**config.mk**
```make
export PLATFORM = sky130hd
export DESIGN_NAME = evaluate_material
export DESIGN_NICKNAME = d
export VERILOG_FILES = /design/src/rtl/vchess_pkg.sv /design/src/rtl/evaluate_material.sv
export VERILOG_INCLUDE_DIRS = /design/src /design/src/include
export SDC_FILE = /design/constraint.sdc
export NUM_CORES = 2
export LEC_CHECK = 0
export BUFFER_PORTS_ARGS = -buffer_cell sky130_fd_sc_hd__buf_4
export CORE_ASPECT_RATIO = 0.75
export CORE_UTILIZATION = 40
export CTS_BUF_LIST = sky130_fd_sc_hd__clkbuf_4 sky130_fd_sc_hd__clkbuf_8
export DETAILED_ROUTE_END_ITERATION = 16
export HOLD_SLACK_MARGIN = 0.1
export MAX_ROUTING_LAYER = met4
export RECOVER_POWER = 50
export SETUP_SLACK_MARGIN = 0.2
export SLEW_MARGIN = 20
export SYNTH_ARGS = -nofsm -noshare
export SYNTH_HDL_FRONTEND = slang
export SYNTH_SLANG_ARGS = --single-unit
```
**constraint.sdc**
```tcl
create_clock -name clk -period 15.6 [get_ports clk]
set_clock_uncertainty 0.1 [all_clocks]
set_input_delay 1.56 -clock clk [delete_from_list [all_inputs] [get_ports clk]]
set_output_delay 1.56 -clock clk [all_outputs]
set_load 0.005 [all_outputs]
```
**src/include/vchess_settings.svh**
```systemverilog
`ifndef VCHESS_SETTINGS_SVH
`define VCHESS_SETTINGS_SVH

`define BOARD_WIDTH    256 // 64 squares of 4 bits.
`define MAX_DEPTH      16
`define MAX_DEPTH_LOG2 4
`define EVAL_WIDTH     16

`define APB_ADDR_WIDTH 8
`define APB_DATA_WIDTH 32
`define ADDR_BONUS0    8'h00
`define ADDR_BONUS1    8'h04
`define ADDR_CONTROL   8'h08
`define ADDR_STATUS    8'h0C

`define VAL_MG_PAWN    82
`define VAL_MG_KNIGHT  337
`define VAL_MG_BISHOP  365
`define VAL_MG_ROOK    477
`define VAL_MG_QUEEN   1025
`define VAL_EG_PAWN    94
`define VAL_EG_KNIGHT  281
`define VAL_EG_BISHOP  297
`define VAL_EG_ROOK    512
`define VAL_EG_QUEEN   936

`endif
```
**src/rtl/vchess_pkg.sv**
```systemverilog
`include "vchess_settings.svh"

package vchess_pkg;

   // Kind of piece on a square without its colour.
   typedef enum logic [2:0]
   {
      PIECE_EMPTY  = 3'd0,
      PIECE_PAWN   = 3'd1,
      PIECE_KNIGHT = 3'd2,
      PIECE_BISHOP = 3'd3,
      PIECE_ROOK   = 3'd4,
      PIECE_QUEEN  = 3'd5,
      PIECE_KING   = 3'd6
   } piece_t;

   typedef struct packed
   {
      logic   black; // Set for a black piece.
      piece_t kind;
   } square_t;

   // Positive scores favour white.
   typedef logic signed [`EVAL_WIDTH-1:0] eval_t;

endpackage

```
**src/rtl/evaluate_material.sv**
```systemverilog
`include "vchess_settings.svh"

module evaluate_material
(
   input  logic                    clk,
   input  logic                    reset,
   input  logic                    board_valid,
   input  logic [`BOARD_WIDTH-1:0] board,
   input  logic                    clear_eval,
   output vchess_pkg::eval_t       mat_mg,
   output vchess_pkg::eval_t       mat_eg,
   output logic                    mat_valid
);

   logic                 board_valid_r;
   logic                 board_start;
   logic [2:0]           valid_sr;
   vchess_pkg::eval_t    rank_mg_next [8];
   vchess_pkg::eval_t    rank_eg_next [8];
   vchess_pkg::eval_t    rank_mg [8];
   vchess_pkg::eval_t    rank_eg [8];
   vchess_pkg::eval_t    total_mg;
   vchess_pkg::eval_t    total_eg;

   function automatic vchess_pkg::eval_t piece_value(vchess_pkg::square_t sq, logic endgame);
      vchess_pkg::eval_t value;
      case (sq.kind)
         vchess_pkg::PIECE_PAWN:   value = endgame ? `VAL_EG_PAWN : `VAL_MG_PAWN;
         vchess_pkg::PIECE_KNIGHT: value = endgame ? `VAL_EG_KNIGHT : `VAL_MG_KNIGHT;
         vchess_pkg::PIECE_BISHOP: value = endgame ? `VAL_EG_BISHOP : `VAL_MG_BISHOP;
         vchess_pkg::PIECE_ROOK:   value = endgame ? `VAL_EG_ROOK : `VAL_MG_ROOK;
         vchess_pkg::PIECE_QUEEN:  value = endgame ? `VAL_EG_QUEEN : `VAL_MG_QUEEN;
         default:                  value = '0; // Empty square and king.
      endcase
      return sq.black ? -value : value;
   endfunction

   assign board_start = board_valid && !board_valid_r;

   // Per-rank sums for stage one and the total for stage two.
   always_comb
   begin
      for (int r = 0; r < 8; r++)
      begin
         rank_mg_next[r] = '0;
         rank_eg_next[r] = '0;
         for (int f = 0; f < 8; f++)
         begin
            rank_mg_next[r] += piece_value(board[4 * (8 * r + f) +: 4], 1'b0);
            rank_eg_next[r] += piece_value(board[4 * (8 * r + f) +: 4], 1'b1);
         end
      end
      total_mg = '0;
      total_eg = '0;
      for (int r = 0; r < 8; r++)
      begin
         total_mg += rank_mg[r];
         total_eg += rank_eg[r];
      end
   end

   always_ff @(posedge clk)
   begin
      if (board_start)
      begin
         rank_mg <= rank_mg_next;
         rank_eg <= rank_eg_next;
      end
      if (valid_sr[0])
      begin
         mat_mg <= total_mg;
         mat_eg <= total_eg;
      end
   end

   always_ff @(posedge clk)
   begin
      if (reset)
      begin
         board_valid_r <= 1'b0;
         valid_sr      <= '0;
         mat_valid     <= 1'b0;
      end
      else
      begin
         board_valid_r <= board_valid;
         if (clear_eval)
         begin
            valid_sr  <= '0;
            mat_valid <= 1'b0;
         end
         else
         begin
            valid_sr <= {valid_sr[1:0], board_start};
            if (valid_sr[2])
               mat_valid <= 1'b1; // Held until clear_eval.
         end
      end
   end

endmodule

```
Word level (Yosys, flattened, before mapping):

Cells that the tools add are included.

* register bits: 293
* output and inout bits: 33

* add/subtract/negate cells: 254
* equality and inequality tests: 320
* multiplexer cells: 256
* reduce and logical (&&, ||, !) cells: 3

Operator list (number)
* case mux 11 bit (5 select lines): 64
* case mux 10 bit (5 select lines): 64
* two-way mux 16 bit: 128
* negator 16 bit: 128
* adder 16 bit: 126
* == test 3 x 2 -> 1 bit (second input constant): 128
* == test 3 bit (second input constant): 128
* == test 3 x 1 -> 1 bit (second input constant): 64
* OR reduction 2 bit: 1
* logical AND 1 bit: 1
* logical NOT 1 bit: 1

Longest topological paths before layout:

* word-level depth: 11
* depth in mapped cells: 27
* depth with buffers taken out: 26

Worst setup path after synthesis:

Ideal clock, no wire load.

* path kind: input to register
* start: input port board_valid
* end: register valid_sr[0]
* library setup time: 0.133 ns
* data arrival time: 13.436 ns
* data required time: 15.367 ns
* setup slack: 1.930 ns
* stages on the path: 2
* path buffers: 0
* cell sequence: nor2b_1 -> and2_1

* longest elaborated chain between the ends: 1

RTL lines
* from (decl): RTL line evaluate_material.sv:7 `input logic board_valid,`
* logical AND 1 bit: RTL line evaluate_material.sv:38 `assign board_start = board_valid && !board_valid_r;`
* to (signal assigned): RTL line evaluate_material.sv:94 `valid_sr <= {valid_sr[1:0], board_start};`
* to (decl): RTL line evaluate_material.sv:17 `logic [2:0] valid_sr;`

No other way between the ends.
A chain may end at the register's enable or synchronous reset.

Worst setup path in the final report:

* start: input port board_valid
* end: register rank_eg[53] (netlist name) (enable)

* longest elaborated chain between the ends: 1

RTL lines
* logical AND 1 bit: RTL line evaluate_material.sv:38
* net board_start: RTL line evaluate_material.sv:16 `logic board_start;`
* to (signal assigned): RTL line evaluate_material.sv:67 `rank_eg <= rank_eg_next;`
* to (decl): RTL line evaluate_material.sv:21 `vchess_pkg::eval_t rank_eg [8];`

The timed path passes the listed nets, and every way through them passes these cells.

==> run summary <==
Type of the worst setup path = input pin to flop
Chip height = 429.3 um
Cell area after synthesis = 97360 um2
Synthesis-to-layout area growth = 5.152%
HPWL after DPL = 312000 um
Root Buffer = clkbuf_8
Largest family of logic cells by synthesized area = adder cells
Fin. max-slew vios = 298
Post-CTS sizing = 0
Fin crit share = 61.79%
Drt total wl = 359100 um
Least-Margin Pin Slew = 4.226 ns
Final setup viols = 0
Avg Inst Size Synth = 8.194 um2
Placed cell area = 101300 um2
Clock Latency Late Sink = 0.69 ns
Post-synth EDFFs = 288
Maximum clock insertion buffer count = 3
Post-synth top area share = 32.12%
Multi-input gate area = 79100 um2
Leading post-synthesis cells by cell area = fa_1 32%, edfxtp_1 8.9%, ha_1 8.4%, inv_1 7.1%, xnor2_1 6.9%
Crit path launch type = input pin
Setup bufs post-CTS = 0
Sequential fraction of the synthesis area = 8.985%
Hold Crit Depth = 1
CP Launch Point = board_valid
Routed length per instance = 24.03 um
Post-synthesis mux area share = 0.6605%
Detailed Routing Iterations Pass 1 = 9
Layout cells sized above 1 = 4.001%
Top Ports = 293
# nets final = 14110
Die width = 571.7 um
Worst hold endpoint = valid_sr[2]$_SDFF_PP0_
Most frequent cells in the layout = 1845 x inv_1, 1562 x fa_1, 1141 x nor2_1
Critical Path Max Stage Delay = 3.12 ns
Cts hold-fix bufs = 0
Worst reg2reg setup slack = 6.66 ns
Post-synth top flop = edfxtp_1
Synthesized Nets = 14360
Max-cap viol count = 5
Vias per cell = 5.574
Synth Area in Compound Gates = 17.56%
Post-route setup TNS = 0 ns
Worst setup EP type = flop
Worst path cell trace = clkbuf_4 -> nor2b_1 -> clkbuf_1 -> clkbuf_1 -> clkbuf_1
Vias in the first global route = 79180
Initial core utilization = 40.32%
Final instance area = 102400 um2
Core footprint = 241400 um2
Synth cell types = 93
Achievable frequency = 103.7 MHz
IO buf count = 292
Die ar. = 245400 um2
Clk sinks = 293
Final ANT Viol Nets = 0
Post-synthesis cell count = 11880
Post-synthesis simple-gate area fraction = 13.49%
Minimum clock period after layout = 9.640 ns
Critical path peak fanout = 73
Initial drt markers = 10460
Adder-cell share of the synthesized area = 40.58%
Gpl congestion = 1.060
Sequential cell area = 8748 um2
Slowest stage cell, crit path = clkbuf_1
Fill count = 24370
Synth Area in XOR/XNOR = 8.942%
Residual DRC = 0
Vias = 83290
Initial antenna violation count = 33
H-tree Lvls = 2
Flops & latches, synth = 293
Status = finished, violations left
Hold path startpoint = valid_sr[1]$_SDFF_PP0_
Commonest non-fill, non-tap cell in the layout = inv_1
Violated checks = max-capacitance violations, max-slew violations
Crit path DAT = 9.66 ns
Largest net degree at the start of global routing = 76
Reg2reg end = rank_eg[53]$_DFFE_PP_
Reg clk slew, reported paths = 0.06 ns
Top cell by count, worst path = clkbuf_1
GRT overflow = 0
Relative slew slack = -181.8%
Critical R2R Launch = board_valid_r$_SDFF_PP0_
TritonCTS clock tree = built
First-pass GRT wire length = 530800 um
RSZ-0062 raised after global routing = no
Ys Warns = 0
Worst min path class = flop to flop
Total track usage = 29.96%
Final hold vios = 0
Worst endpoint required time = 15.62 ns
Ys async rst share = 0%
FF-to-FF path depth = 4
Leading area contributor after synthesis = fa_1
FP Rows = 156
Cts bufs inserted = 52
-- critical path, delay by kind of cell --
family	cells	cell delay, ns
buffers and inverters	4	7.83
AND/OR/NAND/NOR	1	0.12
-- through the flow --
step           utilization (%)  setup slack (ns)  hold slack [ns]  cells
5_1_grt                  42.40             5.260           0.3614  14940
6_report                 42.40             5.960           0.3268  14940
3_3_place_gp             41.94             6.959           0.3082  14810
2_1_floorplan                -             1.930           0.3052  11880
3_5_place_dp             41.95             6.957           0.3147  14810
4_1_cts                  42.42             7.710           0.3285  14910
-- routing by layer --
metal	wire length [um]	GRT usage [%]	vias up
li1	-	-	38010
met1	174000	46.62	41530
met2	144300	39.79	3550
met3	35230	6.352	199
met4	5474	4.248	0
met5	0	-	-
-- how the worst max path moves through the flow --
stage / to / slack, ns / cells after the start
floorplan: valid_sr[0]$_SDFF_PP0_ / 1.93 / 2
global placement: rank_eg[76]$_DFFE_PP_ / 6.96 / 25
detailed placement: rank_eg[76]$_DFFE_PP_ / 6.96 / 25
CTS: rank_eg[76]$_DFFE_PP_ / 7.71 / 25
global route: rank_eg[53]$_DFFE_PP_ / 5.26 / 5
finish: rank_eg[53]$_DFFE_PP_ / 5.96 / 5
-- final cells by class --
cell class / instances / share of cell area (%)
diodes: 32 / 0.07822
clock inverters: 29 / 0.2945
clock buffers: 68 / 0.8225
repair buffers: 296 / 2.057
flip-flops and latches: 293 / 8.545
multi-input cells: 9082 / 77.26
well taps: 3239 / 3.959
inverters: 1904 / 6.981
-- cell families after synthesis --
kind of cell	Yosys count
mux	63
xor+xnor	986
simple gates	3024
flops	293
buf+inv	2507
compound gates	2787
fa+ha+maj	2222
-- sequential cells by signal (all words and copies together), names as in the netlist --
signal	cells
rank_eg	128
rank_mg	128
mat_valid	1
board_valid_r	1
valid_sr	3
mat_mg	16
mat_eg	16
-- synthesized netlist by cell type, types with 47 or more instances --
library cell  number
xnor2_1          769
nor2_1          1141
clkbuf_1         440
and2_1            47
mux2i_1           53
fa_1            1562
nor3_1           157
a22oi_1           96
nand2_1         1053
nand2b_1         161
xor2_1           211
o31ai_1           72
nand3_1          123
buf_2             70
nor2b_1          203
a21oi_1          879
inv_1           1845
edfxtp_1         288
a31oi_1           65
ha_1             654
o21ai_0          733
a32oi_1           56
buf_1             88
a21boi_0          89
o22ai_1          120
o21a_1           115
a21o_1           192
Power is left out: the tool's default activity adds up to more than one toggle a clock period on the data nets, which glitch-free logic cannot reach.
