[src/include/vchess_settings.svh]
`ifndef VCHESS_SETTINGS_SVH
`define VCHESS_SETTINGS_SVH

`define BOARD_WIDTH    256 // 64 squares of 4 bits.
`define MAX_DEPTH      16
`define MAX_DEPTH_LOG2 4
`define EVAL_WIDTH     16

`define APB_ADDR_WIDTH 8
`define APB_DATA_WIDTH 32
`define ADDR_BONUS0    8'h00
`define ADDR_BONUS1    8'h04
`define ADDR_CONTROL   8'h08
`define ADDR_STATUS    8'h0C

`define VAL_MG_PAWN    82
`define VAL_MG_KNIGHT  337
`define VAL_MG_BISHOP  365
`define VAL_MG_ROOK    477
`define VAL_MG_QUEEN   1025
`define VAL_EG_PAWN    94
`define VAL_EG_KNIGHT  281
`define VAL_EG_BISHOP  297
`define VAL_EG_ROOK    512
`define VAL_EG_QUEEN   936

`endif
[src/rtl/vchess_pkg.sv]
`include "vchess_settings.svh"

package vchess_pkg;

   // Kind of piece on a square without its colour.
   typedef enum logic [2:0]
   {
      PIECE_EMPTY  = 3'd0,
      PIECE_PAWN   = 3'd1,
      PIECE_KNIGHT = 3'd2,
      PIECE_BISHOP = 3'd3,
      PIECE_ROOK   = 3'd4,
      PIECE_QUEEN  = 3'd5,
      PIECE_KING   = 3'd6
   } piece_t;

   typedef struct packed
   {
      logic   black; // Set for a black piece.
      piece_t kind;
   } square_t;

   // Positive scores favour white.
   typedef logic signed [`EVAL_WIDTH-1:0] eval_t;

endpackage

[src/rtl/eval_result.sv]
module eval_result
(
   input  logic              clk,
   input  logic              reset,
   input  vchess_pkg::eval_t killer_mg,
   input  vchess_pkg::eval_t killer_eg,
   input  logic              killer_valid,
   input  vchess_pkg::eval_t mat_mg,
   input  vchess_pkg::eval_t mat_eg,
   input  logic              mat_valid,
   input  logic              clear_eval,
   output vchess_pkg::eval_t eval_mg,
   output vchess_pkg::eval_t eval_eg,
   output logic              eval_valid
);

   logic both_valid;
   logic capture;

   assign both_valid = killer_valid && mat_valid;
   assign capture    = both_valid && !eval_valid && !clear_eval;

   // Sums wrap at the score width.
   always_ff @(posedge clk)
   begin
      if (capture)
      begin
         eval_mg <= killer_mg + mat_mg;
         eval_eg <= killer_eg + mat_eg;
      end
   end

   always_ff @(posedge clk)
   begin
      if (reset)
      begin
         eval_valid <= 1'b0;
      end
      else
      begin
         if (clear_eval)
            eval_valid <= 1'b0;
         else if (capture)
            eval_valid <= 1'b1; // Held until the host clears it.
      end
   end

endmodule

[config.mk]
export PLATFORM = sky130hd
export DESIGN_NAME = eval_result
export DESIGN_NICKNAME = d
export VERILOG_FILES = /design/src/rtl/vchess_pkg.sv /design/src/rtl/eval_result.sv
export VERILOG_INCLUDE_DIRS = /design/src /design/src/include
export SDC_FILE = /design/constraint.sdc
export NUM_CORES = 1
export LEC_CHECK = 0
export BUFFER_PORTS_ARGS = -buffer_cell sky130_fd_sc_hd__buf_2
export CAP_MARGIN = 10
export CORE_ASPECT_RATIO = 1.1
export CORE_MARGIN = 2
export CORE_UTILIZATION = 44
export DETAILED_ROUTE_END_ITERATION = 8
export GPL_TIMING_DRIVEN = 0
export PLACE_DENSITY_LB_ADDON = 0.2
export REMOVE_ABC_BUFFERS = 1
export SYNTH_ARGS = -nofsm -noshare
export SYNTH_HDL_FRONTEND = slang
export SYNTH_SLANG_ARGS = --single-unit
[constraint.sdc]
create_clock -name clk -period 3 [get_ports clk]
set_input_delay 0.15 -clock clk [delete_from_list [all_inputs] [get_ports clk]]
set_output_delay 0.15 -clock clk [all_outputs]
set_load 0.005 [all_outputs]
== Word-level counts from Yosys, hierarchy flattened ==
Cells that the tools add are included.
Storage, ports and cells
  input bits: 69
  output and inout bits: 33
  logic and storage cells: 11
  register bits: 33
Cells by class
  reductions and logical operators: 6
  $add $sub $neg: 2
Operator list (number)
  adder 16 bit: 2
  logical AND 1 bit: 3
  zero test 1 bit: 2
  OR reduction 2 bit: 1

== Longest topological paths before layout ==
Gate-level depths: netlist of run 1.
  depth in word-level cells: 3
  gate-level depth with buffers: 8
  depth with buffers taken out: 8

== Worst setup path before layout of run 1 ==
OpenSTA, ideal clock, no wires.
  path type: reg2reg
  start: register eval_valid
  end: register eval_eg[0], enable pin
  setup slack: -0.029 ns
  data required time: 2.539 ns
  clock period less this slack: 3.029 ns
  setup time: 0.461 ns
  cell stages (with the launch flop): 2
  arrival time: 2.569 ns
  path buffers: 0
  cell sequence: dfxtp_1 nor3_1
On the way
  word-level cells in the longest chain between the ends: 3
Ends and longest elaborated chain
  start: declaration: RTL line eval_result.sv:14  | output logic eval_valid
  start signal: assignment: RTL line eval_result.sv:37  | eval_valid <= 1'b0;
  start signal: assignment: RTL line eval_result.sv:42  | eval_valid <= 1'b0;
  start signal: assignment: RTL line eval_result.sv:44  | eval_valid <= 1'b1;
  zero test 1 bit: RTL line eval_result.sv:21  | assign capture = both_valid && !eval_valid && !clear_eval;
  logical AND 1 bit (2 in a row): RTL line eval_result.sv:21
  via capture: RTL line eval_result.sv:18  | logic capture;
  end signal: assignment: RTL line eval_result.sv:29  | eval_eg <= killer_eg + mat_eg;
  end: declaration: RTL line eval_result.sv:13  | output vchess_pkg::eval_t eval_eg,
The timed path passes the listed nets, and every way through them passes these cells.
A chain may end at the register's enable or synchronous reset.

== Worst setup path in the final report of run 1 ==
  start: input port killer_eg[0]
  end: register eval_eg[14], data pin
On the way
  word-level cells in the longest chain between the ends: 1
Ends and longest elaborated chain
  start: declaration: RTL line eval_result.sv:6  | input vchess_pkg::eval_t killer_eg,
  adder 16 bit: RTL line eval_result.sv:29
Every way passes these cells.

==> results.cfg, run 1 <==
[floorplan]
ios = 102
die_h_um = 81.94
row_count = 28
initial_core_util_pct = 45.33
die_x_um = 74.86
dieArea_um2 = 6134
core_area_um2 = 5360

[logic_synthesis]
ys_seq_elements = 33
synth.distinct_cells = 36
yosys-top-cells-count = 32 x edfxtp_1, 30 x ha_1, 24 x a21oi_1, 19 x xnor2_1, 13 x nand2_1
yosysWarnings = 0
synth_top_area_share_pct = 39.55
syn_avg_cell_area_um2 = 10.75
ys_seq_area_share_pct = 40.37
synth_edf_count = 32
synth_area_um2 = 2430
synth_top_cell_by_area = edfxtp_1
synth.most_common_cell = edfxtp_1
synthCells = 226
async_flop_share_pct = 0
synth-main-ff-cell = edfxtp_1
yosys-top-cells-area = edfxtp_1 40%, ha_1 15%, xnor2_1 6.8%

[routing]
wl_per_cell_um = 12.72
first_pass_iters = 5
drtIter0Drc = 95
drc = 0
ant_nets = 0
viasPerCell = 5.128
wl_um = 5163
num_vias = 2082

[critical_path]
worstPathMaxFanout = 3
slowest_stage = fa_1
r2r_cells = 2
cp-end-kind = register
worst-path-stages = 9
worstSetupPathType = in -> reg
critPathTopFamily = compound AO/OA/AOI/OAI gates
cp.arrival_ps = 2080
critPathLaunch = killer_eg[0]
critPathBufInv = 1
cp.required_ps = 3040
path_cells = buf_2 -> ha_1 -> fa_1 -> a211oi_2 -> o21bai_1 -> a21oi_2 -> o221ai_2 -> a221oi_2 -> xnor2_1
startpoint_type = input port
cpPeakStageDelay_ps = 440
regToRegSetupSlack_ps = 1440
r2r-start = eval_valid

[timing]
hold_viol = 0
finalCriticalPeriod_ps = 2042
timing.fmax_mhz = 489.8
timing_worst_slew_pin_value_ps = 788.8
rsz0062_at_grt = false
maxSlewViolCount = 0
relSlewSlack_pct = 47.12
finalCritPeriodShare_pct = 68.06
setup_tns_ps = 0
finalSetupViolCount = 0
skew_ps = 6.130
layout_setup_ws_ps = 958.3

[place]
routabilityCongestion = 0.8248
place_ws_ps = 659.9
dp_cells = 398
io_buffers = 101
hpwlAfterDp_um = 4154

[cts]
numCtsBuffers = 5
clock_path_buffers = 2
cts_resized = 0
cts-root-buf = clkbuf_8
cts_max_level = 2
clock-sinks = 33
ctsHoldBuffers = 0
clock_latency_ps = 280
clk_pin_slew_ps = 70
cts_setup_buffers = 0
cts_tree = yes

[hold_path]
hold_start = reset
min_path_type = in -> reg
whs_path_depth = 2

[job]
max_cap_violations = 0

[status]
status = complete, no violations

[finish]
fin_nets = 431
syn2layout_area_growth_pct = 28.17
drive_gt1_share_pct = 36.86
final_cell_count_no_fill = 406
diodes = 0
final_util_pct = 58.10

[global_routing]
grt_pass1_wl_um = 8369
grt_max_degree = 13
track_usage_pct = 17.76
first_global_vias = 1959
antenna_found_initial = 0
grt-ovfl-total = 0

[power_and_ir_drop]
leakage_nw = 1.397
total_power_w = 0.001272
powerDensity_nw_per_um2 = 408.6
ir_drop_mv = 0.2051
[routing by layer]
| metal | share of wire [%] | GRT usage [%] | vias up |
|---|---|---|---|
| met2 | 46 | 29.74 | 77 |
| met5 | 0 | 0 | - |
| met1 | 47 | 22.43 | 932 |
| met3 | 7.0 | 4.417 | 2 |
| li1 | - | - | 1071 |
| met4 | 0.79 | 5.357 | 0 |
[per-stage QoR]
stage	hold slack, ps	instance area, um2
floorplan	226.8	2405
global placement	317.0	3004
detailed placement	318.8	3032
CTS	18.40	3114
global route	21.25	3114
finish	25.40	3114
[cell type report]
| class | instances | area [um2] |
|---|---|---|
| Clock buffer | 6 | 72.57 |
| Sequential cell | 33 | 980.9 |
| Clock inverter | 2 | 10.01 |
| Inverter | 5 | 18.77 |
| Tap cell | 75 | 93.84 |
| Fill cell | 499 | 2246 |
| Multi-Input combinational cell | 182 | 1410 |
| Timing Repair Buffer | 103 | 528.0 |
[sequential cells by signal, summed over array words and instances, names as in the netlist]
| register | count |
|---|---|
| eval_valid | 1 |
| eval_mg | 16 |
| eval_eg | 16 |
[layout by cell type (no fill, tap or decap), types with 4 or more instances in the layout]
cell and count:
a211oi_2 5, a21o_1 12, a21oi_1 24, a31oi_1 4, buf_2 101, clkbuf_8 5
edfxtp_1 32, ha_1 30, inv_1 5, nand2_1 13, nand3_1 7, nor2_1 10
o21ai_0 9, o21ai_1 6, o21bai_1 5, xnor2_1 19, xor2_1 7
[cells by family after synthesis]
family                     after synthesis  share of synthesized area [%]
adders and majority gates               32                          17.10
xor gates and xnor gates                26                          9.372
DFF                                     33                          40.37
muxes                                    2                         0.8239
buffers and inverters                   11                          1.802
and+or+nand+nor                         42                          7.982
AOI/OAI and AO/OA                       80                          22.55
[power by group]
| group | switching [W] | total (W) | leakage (nW) | internal (W) |
|---|---|---|---|---|
| Combinational | 0.000203 | 0.000391 | 1.05 | 0.000188 |
| Sequential | 0.00000496 | 0.000555 | 0.301 | 0.000550 |
| Clock | 0.000165 | 0.000326 | 0.0450 | 0.000161 |
| Total | 0.000374 | 0.00127 | 1.40 | 0.000899 |
[path summary, 6_finish.rpt]
path	to
max	eval_eg[14]
min	eval_valid
max reg2reg	eval_mg[3]
min reg2reg	eval_valid
(Power assumes the default switching activity.)
==> run 2: changes to the inputs <==
--- a/config.mk
+++ b/config.mk
@@ -10,7 +10,7 @@
 export CAP_MARGIN = 10
 export CORE_ASPECT_RATIO = 1.1
 export CORE_MARGIN = 2
-export CORE_UTILIZATION = 44
+export CORE_UTILIZATION = 48
 export DETAILED_ROUTE_END_ITERATION = 8
 export GPL_TIMING_DRIVEN = 0
 export PLACE_DENSITY_LB_ADDON = 0.2
==> constraint.sdc (replaced) <==
create_clock -name clk -period 2.1 [get_ports clk]
set_input_delay 0.105 -clock clk [delete_from_list [all_inputs] [get_ports clk]]
set_output_delay 0.105 -clock clk [all_outputs]
set_load 0.005 [all_outputs]
==> results.cfg, run 2 (synthesized netlist as in run 1, its figures left out) <==
[routing]
drc = 0
wl_um = 4876
ant_nets = 0
viasPerCell = 5.346
wl_per_cell_um = 12.50
drtIter0Drc = 48
num_vias = 2085
first_pass_iters = 5

[critical_path]
r2r_end = eval_mg[10]
cpPeakStageDelay_ps = 440
path_cells = buf_2 -> ha_1 -> fa_1 -> a211oi_2 -> o21bai_1 -> a21oi_2 -> o221ai_2 -> a221oi_2 -> xnor2_1
slowest_stage = fa_1
startpoint_type = input port
cp.arrival_ps = 2010
r2r_cells = 2
critPathLaunch = killer_eg[0]
worstPathMaxFanout = 3
cp-end-kind = register
worstSetupPathType = in -> reg
cp.required_ps = 2130
r2r-start = eval_valid
regToRegSetupSlack_ps = 340

[timing]
finalCriticalPeriod_ps = 1974
hold_viol = 0
skew_ps = 8.776
finalCritPeriodShare_pct = 93.99
timing.fmax_mhz = 506.6
relSlewSlack_pct = 36.04
finalSetupViolCount = 0
rsz0062_at_grt = false
timing_worst_slew_pin_value_ps = 954.2
maxSlewViolCount = 0
layout_setup_ws_ps = 126.2

[cts]
numCtsBuffers = 5
cts_setup_buffers = 0
cts-root-buf = clkbuf_8
cts_max_level = 2
cts_tree = yes
clock_path_buffers = 2
clk_pin_slew_ps = 70
clock-sinks = 33
clock_latency_ps = 290
cts_resized = 0

[hold_path]
min_to = eval_valid
whs_path_depth = 2
min_path_type = in -> reg
hold_start = clear_eval

[finish]
drive_gt1_share_pct = 36.75
fillers = 417
final_cell_mix = 101 x buf_2, 32 x edfxtp_1, 30 x ha_1
fin_nets = 432
syn2layout_area_growth_pct = 27.55
final_common_cell = buf_2
reg_top3 = eval_eg (16), eval_mg (16), eval_valid (1)
diodes = 0

[floorplan]
row_count = 27
dieArea_um2 = 5648
die_x_um = 71.84
ios = 102
die_h_um = 78.62
core_area_um2 = 4932
initial_core_util_pct = 49.26

[global_routing]
grt_max_degree = 13
track_usage_pct = 17.58
grtUsageMet1_pct = 21.27
grt_pass1_wl_um = 7955
antenna_found_initial = 0
grt-ovfl-total = 0
grt-busiest-layer = met2
met2_usage_pct = 30.83
first_global_vias = 1981
met3_usage_pct = 2.953

[power_and_ir_drop]
total_power_w = 0.001812
leakage_nw = 1.401
powerDensity_nw_per_um2 = 584.6
ir_drop_mv = 0.2368

[place]
io_buffers = 101
routabilityCongestion = 0.8349
place_ws_ps = -161.4
hpwlAfterDp_um = 3981

[job]
max_cap_violations = 0

[status]
status = complete, no violations
[run 2: changes by cell type in the layout (fill, tap and decap cells not counted)]
cell	delta
buf_4	+1
buf_6	-1
dlygate4sd3_1	+1
[run 2: layout make-up]
type                    instances  area, um2  area share, %
well taps                      58      72.57          2.342
multi-input cells             182       1410          45.50
clock inverters                 2      10.01         0.3230
clock buffers                   6      72.57          2.342
inverters                       5      18.77         0.6056
repair buffers                104      534.3          17.24
flip-flops and latches         33      980.9          31.65
[run 2: through the flow]
step,instances,util [%],setup TNS [ps],cell area (um2),hold WS (ps)
after floorplan,220,-,-29740,2405,181.8
after global placement,379,60.48,-64670,2983,272.6
after detailed placement,381,60.96,-492.7,3007,280.5
after CTS,390,62.84,0,3099,13.64
after global routing,390,62.84,0,3099,11.23
final,390,62.84,0,3099,16.89
[run 2: critical path: cells and delay by family]
kind,cells,cell delay (ps)
compound gates,5,1030
fa+ha+maj,2,680
buf+inv,1,100
xor+xnor,1,90
[run 2: worst max-delay path by stage]
stage | endpoint | slack (ps) | cells after the start
detailed placement | eval_eg[14] | -160 | 9
floorplan | eval_eg[0] | -930 | 1
global route | eval_eg[14] | 7 | 9
finish | eval_eg[14] | 130 | 9
global placement | eval_mg[15] | -2010 | 1
CTS | eval_eg[14] | 140 | 9
[run 2: power breakdown]
part	leakage [nW]	internal, W	switching (W)
Sequential	0.301	0.000786	0.00000648
Combinational	1.05	0.000268	0.000288
Clock	0.0450	0.000230	0.000234
Total	1.40	0.00128	0.000528
[run 2: what timing repair did]
action | 4_1_cts | 5_1_grt
hold buffers | 1 | 0
endpoints found under the hold margin | 1 | 0
setup endpoints to repair | 0 | 1
[run 2: per-layer routing]
| metal | share of wire [%] | vias to the layer above |
|---|---|---|
| met5 | 0 | - |
| met4 | 1.8 | 0 |
| met3 | 6.5 | 8 |
| met2 | 50 | 72 |
| met1 | 42 | 934 |
| li1 | - | 1071 |
