### src/include/vchess_settings.svh
`ifndef VCHESS_SETTINGS_SVH
`define VCHESS_SETTINGS_SVH

`define BOARD_WIDTH    256 // 64 squares of 4 bits.
`define MAX_DEPTH      16
`define MAX_DEPTH_LOG2 4
`define EVAL_WIDTH     16

`define APB_ADDR_WIDTH 8
`define APB_DATA_WIDTH 32
`define ADDR_BONUS0    8'h00
`define ADDR_BONUS1    8'h04
`define ADDR_CONTROL   8'h08
`define ADDR_STATUS    8'h0C

`define VAL_MG_PAWN    82
`define VAL_MG_KNIGHT  337
`define VAL_MG_BISHOP  365
`define VAL_MG_ROOK    477
`define VAL_MG_QUEEN   1025
`define VAL_EG_PAWN    94
`define VAL_EG_KNIGHT  281
`define VAL_EG_BISHOP  297
`define VAL_EG_ROOK    512
`define VAL_EG_QUEEN   936

`endif
### src/rtl/vchess_pkg.sv
`include "vchess_settings.svh"

package vchess_pkg;

   // Kind of piece on a square without its colour.
   typedef enum logic [2:0]
   {
      PIECE_EMPTY  = 3'd0,
      PIECE_PAWN   = 3'd1,
      PIECE_KNIGHT = 3'd2,
      PIECE_BISHOP = 3'd3,
      PIECE_ROOK   = 3'd4,
      PIECE_QUEEN  = 3'd5,
      PIECE_KING   = 3'd6
   } piece_t;

   typedef struct packed
   {
      logic   black; // Set for a black piece.
      piece_t kind;
   } square_t;

   // Positive scores favour white.
   typedef logic signed [`EVAL_WIDTH-1:0] eval_t;

endpackage

### src/rtl/apb_eval_regs.sv
`include "vchess_settings.svh"

module apb_eval_regs
(
   input  logic                       clk,
   input  logic                       reset,
   input  logic                       psel,
   input  logic                       penable,
   input  logic                       pwrite,
   input  logic [`APB_ADDR_WIDTH-1:0] paddr,
   input  logic [`APB_DATA_WIDTH-1:0] pwdata,
   output logic [`APB_DATA_WIDTH-1:0] prdata,
   output logic                       pready,
   output logic                       pslverr,
   input  logic                       eval_valid,
   output vchess_pkg::eval_t          killer_bonus0,
   output vchess_pkg::eval_t          killer_bonus1,
   output logic                       killer_clear
);

   logic access;
   logic write_access;
   logic mapped;

   assign access       = psel && penable;
   assign write_access = access && pwrite;
   assign pready       = 1'b1; // No wait states.

   always_comb
   begin
      mapped = 1'b1;
      prdata = '0;
      case (paddr)
         `ADDR_BONUS0:  prdata[`EVAL_WIDTH-1:0] = killer_bonus0;
         `ADDR_BONUS1:  prdata[`EVAL_WIDTH-1:0] = killer_bonus1;
         `ADDR_CONTROL: prdata = '0; // Write-only command.
         `ADDR_STATUS:  prdata[0] = eval_valid;
         default:       mapped = 1'b0;
      endcase
   end

   assign pslverr = access && !mapped;

   always_ff @(posedge clk)
   begin
      if (reset)
      begin
         killer_bonus0 <= '0;
         killer_bonus1 <= '0;
         killer_clear  <= 1'b0;
      end
      else
      begin
         killer_clear <= 1'b0;
         if (write_access)
         begin
            case (paddr)
               `ADDR_BONUS0:  killer_bonus0 <= pwdata[`EVAL_WIDTH-1:0];
               `ADDR_BONUS1:  killer_bonus1 <= pwdata[`EVAL_WIDTH-1:0];
               `ADDR_CONTROL: killer_clear <= pwdata[0]; // One cycle long.
               default:       killer_clear <= 1'b0;
            endcase
         end
      end
   end

endmodule

### config.mk
export PLATFORM = sky130hd
export DESIGN_NAME = apb_eval_regs
export DESIGN_NICKNAME = d
export VERILOG_FILES = /design/src/rtl/vchess_pkg.sv /design/src/rtl/apb_eval_regs.sv
export VERILOG_INCLUDE_DIRS = /design/src /design/src/include
export SDC_FILE = /design/constraint.sdc
export NUM_CORES = 1
export LEC_CHECK = 0
export ABC_AREA = 0
export ABC_CLOCK_PERIOD_IN_PS = 1800
export BUFFER_PORTS_ARGS = -buffer_cell sky130_fd_sc_hd__clkbuf_2
export CAP_MARGIN = 20
export CORE_MARGIN = 8
export CORE_UTILIZATION = 39
export DETAILED_ROUTE_END_ITERATION = 10
export GPL_ROUTABILITY_DRIVEN = 0
export PLACE_DENSITY_LB_ADDON = 0.08
export SYNTH_ARGS = -nofsm -noshare
export SYNTH_HDL_FRONTEND = slang
export SYNTH_SLANG_ARGS = --single-unit
### constraint.sdc
create_clock -name clk -period 1.8 [get_ports clk]
set_input_delay 0.27 -clock clk [delete_from_list [all_inputs] [get_ports clk]]
set_output_delay 0.27 -clock clk [all_outputs]
set_load 0.05 [all_outputs]
After elaboration in Yosys (flattened, before gate mapping)
Cells that the tools add are included.

storage, ports and cells
  register bits after elaboration = 33
  output and inout bits = 67

operators by class
  equality and inequality tests = 3
  mux-type cells = 3
  bitwise logic cells = 2
  reductions and logical operators = 9

operator list
  kind                  count
  $pmux W15 S2          1
  $eq A8 B4 Y1 const B  2
  $eq A8 B3 Y1 const B  1
  $logic_not A8 Y1      1
  $reduce_and A2 Y1     2
  $reduce_or A4 Y1      1
  $logic_and A1 B1 Y1   3
  $pmux W1 S3           1
  $reduce_or A3 Y1      1
  $not A1 Y1            2
  $logic_not A1 Y1      1
  $mux W1               1

Depth between registers and ports, before layout
Gate-level depths: netlist of run 1.

  word-level depth = 5
  gate-level depth with buffers = 6
  mapped depth without buffers = 3

Worst setup path after synthesis of run 1
Ideal clock, no wire load.

  path kind = input -> output
  from = in paddr[1]
  to = out prdata[10]
  arrival = 2.227 ns
  data required time = 1.530 ns
  slack = -0.697 ns
  stages = 6
  path buffers = 3
  path through = or4_1 > buf_2 > or2_2 > clkbuf_1 > clkbuf_1 > nor2_1

between the ends
  word-level cells in the longest chain between the ends = 2

ends and longest elaborated chain
  element                                           RTL line             source
  start, declared                                   apb_eval_regs.sv:10  input logic [`APB_ADDR_WIDTH-1:0] paddr,
  $eq A8 B3 Y1 or $logic_not A8 Y1 (tied branches)  apb_eval_regs.sv:33  case (paddr)
  $pmux W15 S2 (*)                                  apb_eval_regs.sv:33
  end, declared                                     apb_eval_regs.sv:12  output logic [`APB_DATA_WIDTH-1:0] prdata,

Mark *: on every way between the ends. The rest lies on a longest branch, timed or not.

Worst setup path in the final report of run 1
  from = in paddr[4]
  to = out prdata[12]

Same word-level chain as after synthesis.

==> implementation parameters, run 1 <==
Parameter                              Value

Setup path
  Kind of capture point of the worst setup path ... primary output
  Worst-path cell with the longest stage delay ... or4_4
  Critical Path RT ... 1.53 ns
  Sort of element at the start of the critical path ... input port
  Crit-path leading delay family ... simple AND/OR/NAND/NOR gates
  FF-to-FF setup slack ... 1.16 ns
  CP Cell Sequence ... clkbuf_2 -> or4_4 -> or2_4 -> buf_4 -> nor2_4 -> buf_12
  FF-to-FF End ... killer_bonus1[15]
  Start-to-end type of the worst setup path ... in2out
  Origin of the critical flop-to-flop path ... killer_bonus1[15]
  Worst Reg-to-Reg Cells ... 2
  Top fanout value on the critical path ... 7
  Max incr delay on CP ... 0.57 ns
  Arrival time of data at the critical path endpoint ... 1.66 ns
  Worst path buffer plus inverter count ... 3

Route
  Post-detailed-route count of antenna-violating nets ... 0
  Routed wire length ... 4800 um
  Post-DR wirelength/cell ... 14.4 um
  Total via count after detailed routing ... 1525
  Via-per-instance ratio ... 4.58
  # DRC ... 0
  Number of violations reported at the end of detailed-routing iteration 0 ... 58
  TritonRoute pass-1 iters ... 4

Global route
  Initial antenna violation count ... 0
  Global-route total usage across every layer ... 0.136
  Maximum number of pins on one net before global-route repair ... 50
  Global-route wire length before repair ... 8000 um
  Via count of the first global-routing pass ... 1652
  GRT Residual Overflow ... 0

Final layout
  Sequential standard cell area ... 661 sq um
  Number of nets at the end of the flow ... 324
  Number of cells in the finished layout apart from fillers ... 333
  Multi-input gate area in the final layout ... 1150 sq um
  Total inserted antenna cells ... 0
  Fill cell total of the finished layout ... 415
  Share of layout cells above drive strength 1 ... 0.441
  Total non-filler cell area in the finished layout ... 2770 sq um
  Layout overhead on the synthesized area ... 52.2%

Timing
  Max Freq ... 518 MHz
  Final cycle utilization of the critical path ... 1.07
  Setup repair after global routing missed its margin ... true
  Least-Margin Pin Slew ... 0.659 ns
  Final hold violation count ... 0
  Worst-case clock skew ... 0 ns
  Minimum clock period after layout ... 1.93 ns
  Max Transition Viols Final ... 0
  Accumulated negative setup slack ... -0.964 ns
  Final setup violation count ... 11
  Fin worst setup slack ... -0.132 ns
  Worst rel slew slack ... 0.561

Die
  Number of placement rows ... 25
  I/O pins ... 113
  Core outline area ... 4600 sq um
  Overall die area ... 7100 sq um
  Die Span Y ... 84.3 um
  Horizontal die dimension ... 84.3 um
  Initial core utilization ... 0.395

Power and ir drop
  Total Power ... 1.46 mW
  Pleak ... 1.26 nW
  Pwr/cell area ... 529 nW/um^2
  Highest ir drop seen on vdd ... 294 uV

Min path
  Sink of the worst hold path ... killer_clear
  Hold wc startpoint ... pwdata[0]
  Worst hold path class ... in2reg
  Number of cells on the worst hold path ... 3

Logic synthesis
  Combined area of all synthesized cells ... 1820 sq um
  Per-instance average area after synthesis ... 9.42 sq um
  Register area share after synthesis ... 0.363
  Count of different cell masters after synthesis ... 23
  Number of standard cells after synthesis ... 193
  Count of state elements after synthesis ... 33
  Synth warnings ... 0

Clock network
  Count of H-tree levels built during CTS ... 2
  Clock transition at the registers of the reported paths ... 0.06 ns
  Number of buffers added to fix hold violations after cts ... 0
  Source-to-sink clock delay at the later pin of the worst-skew pair ... 0.27 ns
  Maximum clock insertion buffer count ... 2
  Buffer cell driving the clock tree root ... clkbuf_8
  Num Clock Sinks ... 33
  Clock tree from TritonCTS ... done
  Number of clock buffers inserted by TritonCTS ... 5

Place
  Post-DP Area ... 2590 sq um
  Count of port buffers added during placement ... 79
  Setup slack after placement ... -0.161 ns
  Final HPWL from detailed placement ... 3610 um
  Dpl cells ... 323

Run status
  Outcome ... complete, but fails checks
  Failing checks ... negative setup slack

Job
  Maximum capacitance violations ... 0
timing repair:
| action | CTS | global route |
|---|---|---|
| hold endpoints to repair | 0 | 0 |
| pin swaps | 6 | 5 |
| gates cloned | 1 | 0 |
| setup buffers | 0 | 1 |
| resized for setup | 13 | 6 |
| endpoints found under the setup margin | 17 | 17 |
flip-flops by register name, summed over array words and instances, names as in the netlist:
register and cells:
killer_bonus0 16, killer_clear 1, killer_bonus1 16
layout by cell type (no fill, tap or decap), drive strengths merged, types with 2 or more instances in the layout:
master	n
buf	31
mux2i	48
nor2	16
conb	17
or2	2
clkinv	2
or3	4
nor3	2
nand2b	48
dfxtp	33
clkbuf	68
logic make-up after synthesis:
logic type / synth area share
and+or+nand+nor: 0.249
muxes: 0.264
DFF: 0.363
AOI/OAI and AO/OA: 0.00413
buffers and inverters: 0.115
other: 0.00413
cell usage after synthesis:
cell type	instances	area [sq um]
and3_1	1	6.26
buf_12	1	20.0
buf_2	1	5.00
buf_4	18	135
buf_6	1	11.3
clkbuf_1	10	37.5
conb_1	2	7.51
dfxtp_1	33	661
mux2i_1	48	480
nand2_1	1	3.75
nand2b_1	48	300
nand3_1	1	5.00
nand4_1	1	6.26
nand4b_1	1	8.76
nor2_1	16	60.1
nor3_1	1	5.00
nor3_2	1	10.0
nor4_1	1	6.26
o21a_1	1	7.51
or2_2	1	6.26
or3_1	2	12.5
or3_2	2	15.0
or4_1	1	7.51
per-layer routing:
| layer | vias up | wire length [um] | track usage | share of wire |
|---|---|---|---|---|
| met4 | 0 | 40 | 0.0471 | 0.0083 |
| met1 | 690 | 2120 | 0.157 | 0.44 |
| met3 | 5 | 349 | 0.0542 | 0.073 |
| met2 | 53 | 2290 | 0.221 | 0.48 |
| met5 | - | 0 | 0 | 0 |
| li1 | 777 | - | - | - |
worst register-to-register path, delay by kind of cell, from the launching register on:
family | cells | cell delay [ns]
AND/OR/NAND/NOR | 1 | 0.07
multiplexers | 1 | 0.13
flip-flops | 1 | 0.37
how the worst max path moves through the flow:
stage          startpoint          to  slack, ns  cells after the start
6_report         paddr[4]  prdata[12]      -0.13                      6
5_1_grt          paddr[4]   prdata[1]      -0.16                      6
4_1_cts          paddr[1]  prdata[12]      -0.15                      6
3_5_place_dp     paddr[1]   prdata[3]      -0.16                      6
3_3_place_gp     paddr[1]   prdata[3]      -0.15                      6
2_1_floorplan    paddr[1]  prdata[10]      -0.21                      6
final cells by class:
class / count / share of cell area
well taps: 54 / 0.0244
flip-flops and latches: 33 / 0.239
clock buffers: 6 / 0.0262
repair buffers: 93 / 0.291
clock inverters: 2 / 0.00362
multi-input cells: 145 / 0.416
stage by stage:
stage / hold WS (ns) / util
after floorplan: 0.389 / -
after global placement: 0.476 / 0.563
after detailed placement: 0.482 / 0.563
after CTS: 0.222 / 0.594
after global routing: 0.242 / 0.602
final: 0.230 / 0.602
where the power goes:
part	switching [mW]	total, mW	internal [mW]
registers	0.000206	0.730	0.730
logic	0.138	0.209	0.0705
clock network	0.257	0.525	0.268
total	0.396	1.46	1.07
No activity file was read; power rests on OpenSTA's default activity.
==> run 2, diff against run 1 <==
SETUP_SLACK_MARGIN = 0.05   (was default)
==> run 2 against run 1 <==
  * The flow still finishes with violations (negative setup slack)
  * Sequential power hardly changed
  * Fmax rose by 0.71%
  * Die area did not move
  * Sequential share of layout area hardly changed
  * Hold slack got worse by 0.0055 ns
  * Cell count rose by 0.60%
  * Clock skew unchanged
  * Flip-flop and latch count unchanged
  * First-iteration DRC count shrank 24%
  * Critical path depth did not move
  * Highest routed layer unchanged
==> implementation parameters, run 2 (same netlist as run 1, synthesis figures left out) <==
Parameter                              Value

Route
  # DRC ... 0 (unchanged)
  Total via count after detailed routing ... 1567 (was 1525)
  TritonRoute pass-1 iters ... 4 (unchanged)
  Highest metal used ... met4 (unchanged)
  Number of violations reported at the end of detailed-routing iteration 0 ... 44 (was 58)
  Met2 wire len ... 2350 um (was 2290 um)
  Post-DR wirelength/cell ... 15.0 um (was 14.4 um)
  Via-per-instance ratio ... 4.68 (was 4.58)
  Detailed route wirelength on metal3 ... 484 um (was 349 um)
  Routed metal-1 wire length ... 2110 um (was 2120 um)
  Post-detailed-route count of antenna-violating nets ... 0 (unchanged)
  Routed wire length ... 5010 um (was 4800 um)

Die
  Initial core utilization ... 0.395 (unchanged)
  Overall die area ... 7100 sq um (unchanged)
  Die Span Y ... 84.3 um (unchanged)
  Horizontal die dimension ... 84.3 um (unchanged)
  Number of placement rows ... 25 (unchanged)
  Core outline area ... 4600 sq um (unchanged)
  I/O pins ... 113 (unchanged)

Setup path
  FF-to-FF End ... killer_bonus1[14] (was killer_bonus1[15])
  Top fanout value on the critical path ... 6 (was 7)
  CP Cell Sequence ... clkbuf_2 -> or4_4 -> or2_4 -> buf_12 -> nor2_4 -> buf_12 (was clkbuf_2 -> or4_4 -> or2_4 -> buf_4 -> nor2_4 -> buf_12)
  Most used cell along the critical path ... buf_12
  Arrival time of data at the critical path endpoint ... 1.65 ns (was 1.66 ns)
  Capture point of the worst path ... prdata[2] (was prdata[12])
  Critical path launch point ... paddr[4] (unchanged)
  Start-to-end type of the worst setup path ... in2out (unchanged)
  Critical Path RT ... 1.53 ns (about the same)
  Kind of capture point of the worst setup path ... primary output (unchanged)
  Origin of the critical flop-to-flop path ... killer_bonus1[14] (was killer_bonus1[15])
  Sort of element at the start of the critical path ... input port (unchanged)
  FF-to-FF setup slack ... 1.15 ns (was 1.16 ns)
  Worst-path cell with the longest stage delay ... or4_4 (unchanged)
  Max incr delay on CP ... 0.56 ns (was 0.57 ns)
  Worst Reg-to-Reg Cells ... 2 (unchanged)

Final layout
  Multi-input gate area in the final layout ... 1150 sq um (unchanged)
  Number of nets at the end of the flow ... 326 (was 324)
  Layout overhead on the synthesized area ... 52.0% (was 52.2%)
  Sequential standard cell area ... 661 sq um (unchanged)
  Fill cell total of the finished layout ... 406 (was 415)
  Share of layout cells above drive strength 1 ... 0.445 (was 0.441)
  Most common library cell in the layout ignoring fill and taps ... clkbuf_2 (unchanged)
  Highest-count cells in the layout ignoring fill and taps ... clkbuf_2, mux2i_1, nand2b_1 (unchanged)
  Largest registers ... killer_bonus0 (16), killer_bonus1 (16), killer_clear (1) (unchanged)
  Total inserted antenna cells ... 0 (unchanged)

Timing
  Accumulated negative setup slack ... -1.21 ns (was -0.964 ns)
  Worst rel slew slack ... 0.535 (was 0.561)
  Fin worst setup slack ... -0.118 ns (was -0.132 ns)
  Minimum clock period after layout ... 1.92 ns (was 1.93 ns)
  Final hold violation count ... 0 (unchanged)
  Max Freq ... 521 MHz (was 518 MHz)
  Least-Margin Pin Slew ... 0.698 ns (was 0.659 ns)
  Setup repair after global routing missed its margin ... true (unchanged)
  Worst hold-check slack ... 0.224 ns (was 0.230 ns)
  Final cycle utilization of the critical path ... 1.07 (about the same)
  Max Transition Viols Final ... 0 (unchanged)
  Worst-case clock skew ... 0 ns (unchanged)
  Final setup violation count ... 17 (was 11)

Clock network
  Buffer cell driving the clock tree root ... clkbuf_8 (unchanged)
  Maximum clock insertion buffer count ... 2 (unchanged)
  Clock tree from TritonCTS ... done (unchanged)
  Source-to-sink clock delay at the later pin of the worst-skew pair ... 0.28 ns (was 0.27 ns)
  Number of clock buffers inserted by TritonCTS ... 5 (unchanged)
  Num Clock Sinks ... 33 (unchanged)
  Count of H-tree levels built during CTS ... 2 (unchanged)
  Clock transition at the registers of the reported paths ... 0.07 ns (was 0.06 ns)

Global route
  Global-route wire length before repair ... 8460 um (was 8000 um)
  Global-route total usage across every layer ... 0.145 (was 0.136)
  Via count of the first global-routing pass ... 1717 (was 1652)
  Maximum number of pins on one net before global-route repair ... 50 (unchanged)
  GRT Residual Overflow ... 0 (unchanged)
  Initial antenna violation count ... 0 (unchanged)

Power and ir drop
  Pleak ... 1.26 nW (about the same)
  Total Power ... 1.48 mW (was 1.46 mW)
  Pwr/cell area ... 535 nW/um^2 (was 529 nW/um^2)
  Highest ir drop seen on vdd ... 399 uV (was 294 uV)

Min path
  Worst hold path class ... in2reg (unchanged)

Job
  Maximum capacitance violations ... 0 (unchanged)

Run status
  Failing checks ... negative setup slack (unchanged)
  Outcome ... complete, but fails checks (unchanged)

Place
  Setup slack after placement ... -0.166 ns (was -0.161 ns)
  Final HPWL from detailed placement ... 3760 um (was 3610 um)
  Count of port buffers added during placement ... 79 (unchanged)
-- run 2: cell count changes in the layout (fill, tap and decap cells not counted) --
cell    delta
buf_12     -2
buf_4      +3
buf_8      +1
-- run 2: metrics by stage --
step,cell area [sq um],instances,utilization
after floorplan,2020,208,-
after global placement,2570,325,0.560
after detailed placement,2570,325,0.560
after CTS,2740,334,0.595
after global routing,2760,335,0.601
final,2760,335,0.601
-- run 2: worst max-delay path: cells and delay by family --
family | cells | cell delay [ns]
buf+inv | 3 | 0.38
simple gates | 3 | 0.99
-- run 2: timing repair --
item | CTS | global route
setup endpoints to repair | 17 | 17
pin swaps | 7 | 2
hold buffers | 0 | 0
resized for setup | 17 | 5
cloned | 1 | 0
setup buffers | 0 | 1
-- run 2: cell type report --
cell class | instances | share of cell area
clock buffers | 6 | 0.0263
clock inverters | 2 | 0.00362
multi-input cells | 145 | 0.416
flip-flops and latches | 33 | 0.239
well taps | 54 | 0.0244
repair buffers | 95 | 0.291
-- run 2: worst min path at each step --
stage	endpoint	slack, ns	startpoint	cells after the start
2_1_floorplan	killer_clear	0.39	pwdata[0]	2
3_3_place_gp	killer_bonus1[4]	0.48	killer_bonus1[4]	2
3_5_place_dp	killer_bonus1[6]	0.48	killer_bonus1[6]	2
4_1_cts	killer_clear	0.21	pwdata[0]	3
5_1_grt	killer_clear	0.23	pwdata[0]	3
6_report	killer_clear	0.22	pwdata[0]	3
-- run 2: layer usage --
layer,up-vias,global-route usage
met5,-,0
met4,0,0.0471
met3,7,0.0649
met2,60,0.238
met1,724,0.163
li1,776,-
-- run 2: where the power goes --
part | internal [mW] | total, mW | leakage [nW] | switching [mW]
Clock | 0.268 | 0.540 | 0.0450 | 0.272
Sequential | 0.730 | 0.730 | 0.266 | 0.000203
Combinational | 0.0693 | 0.209 | 0.952 | 0.139
Total | 1.07 | 1.48 | 1.26 | 0.412
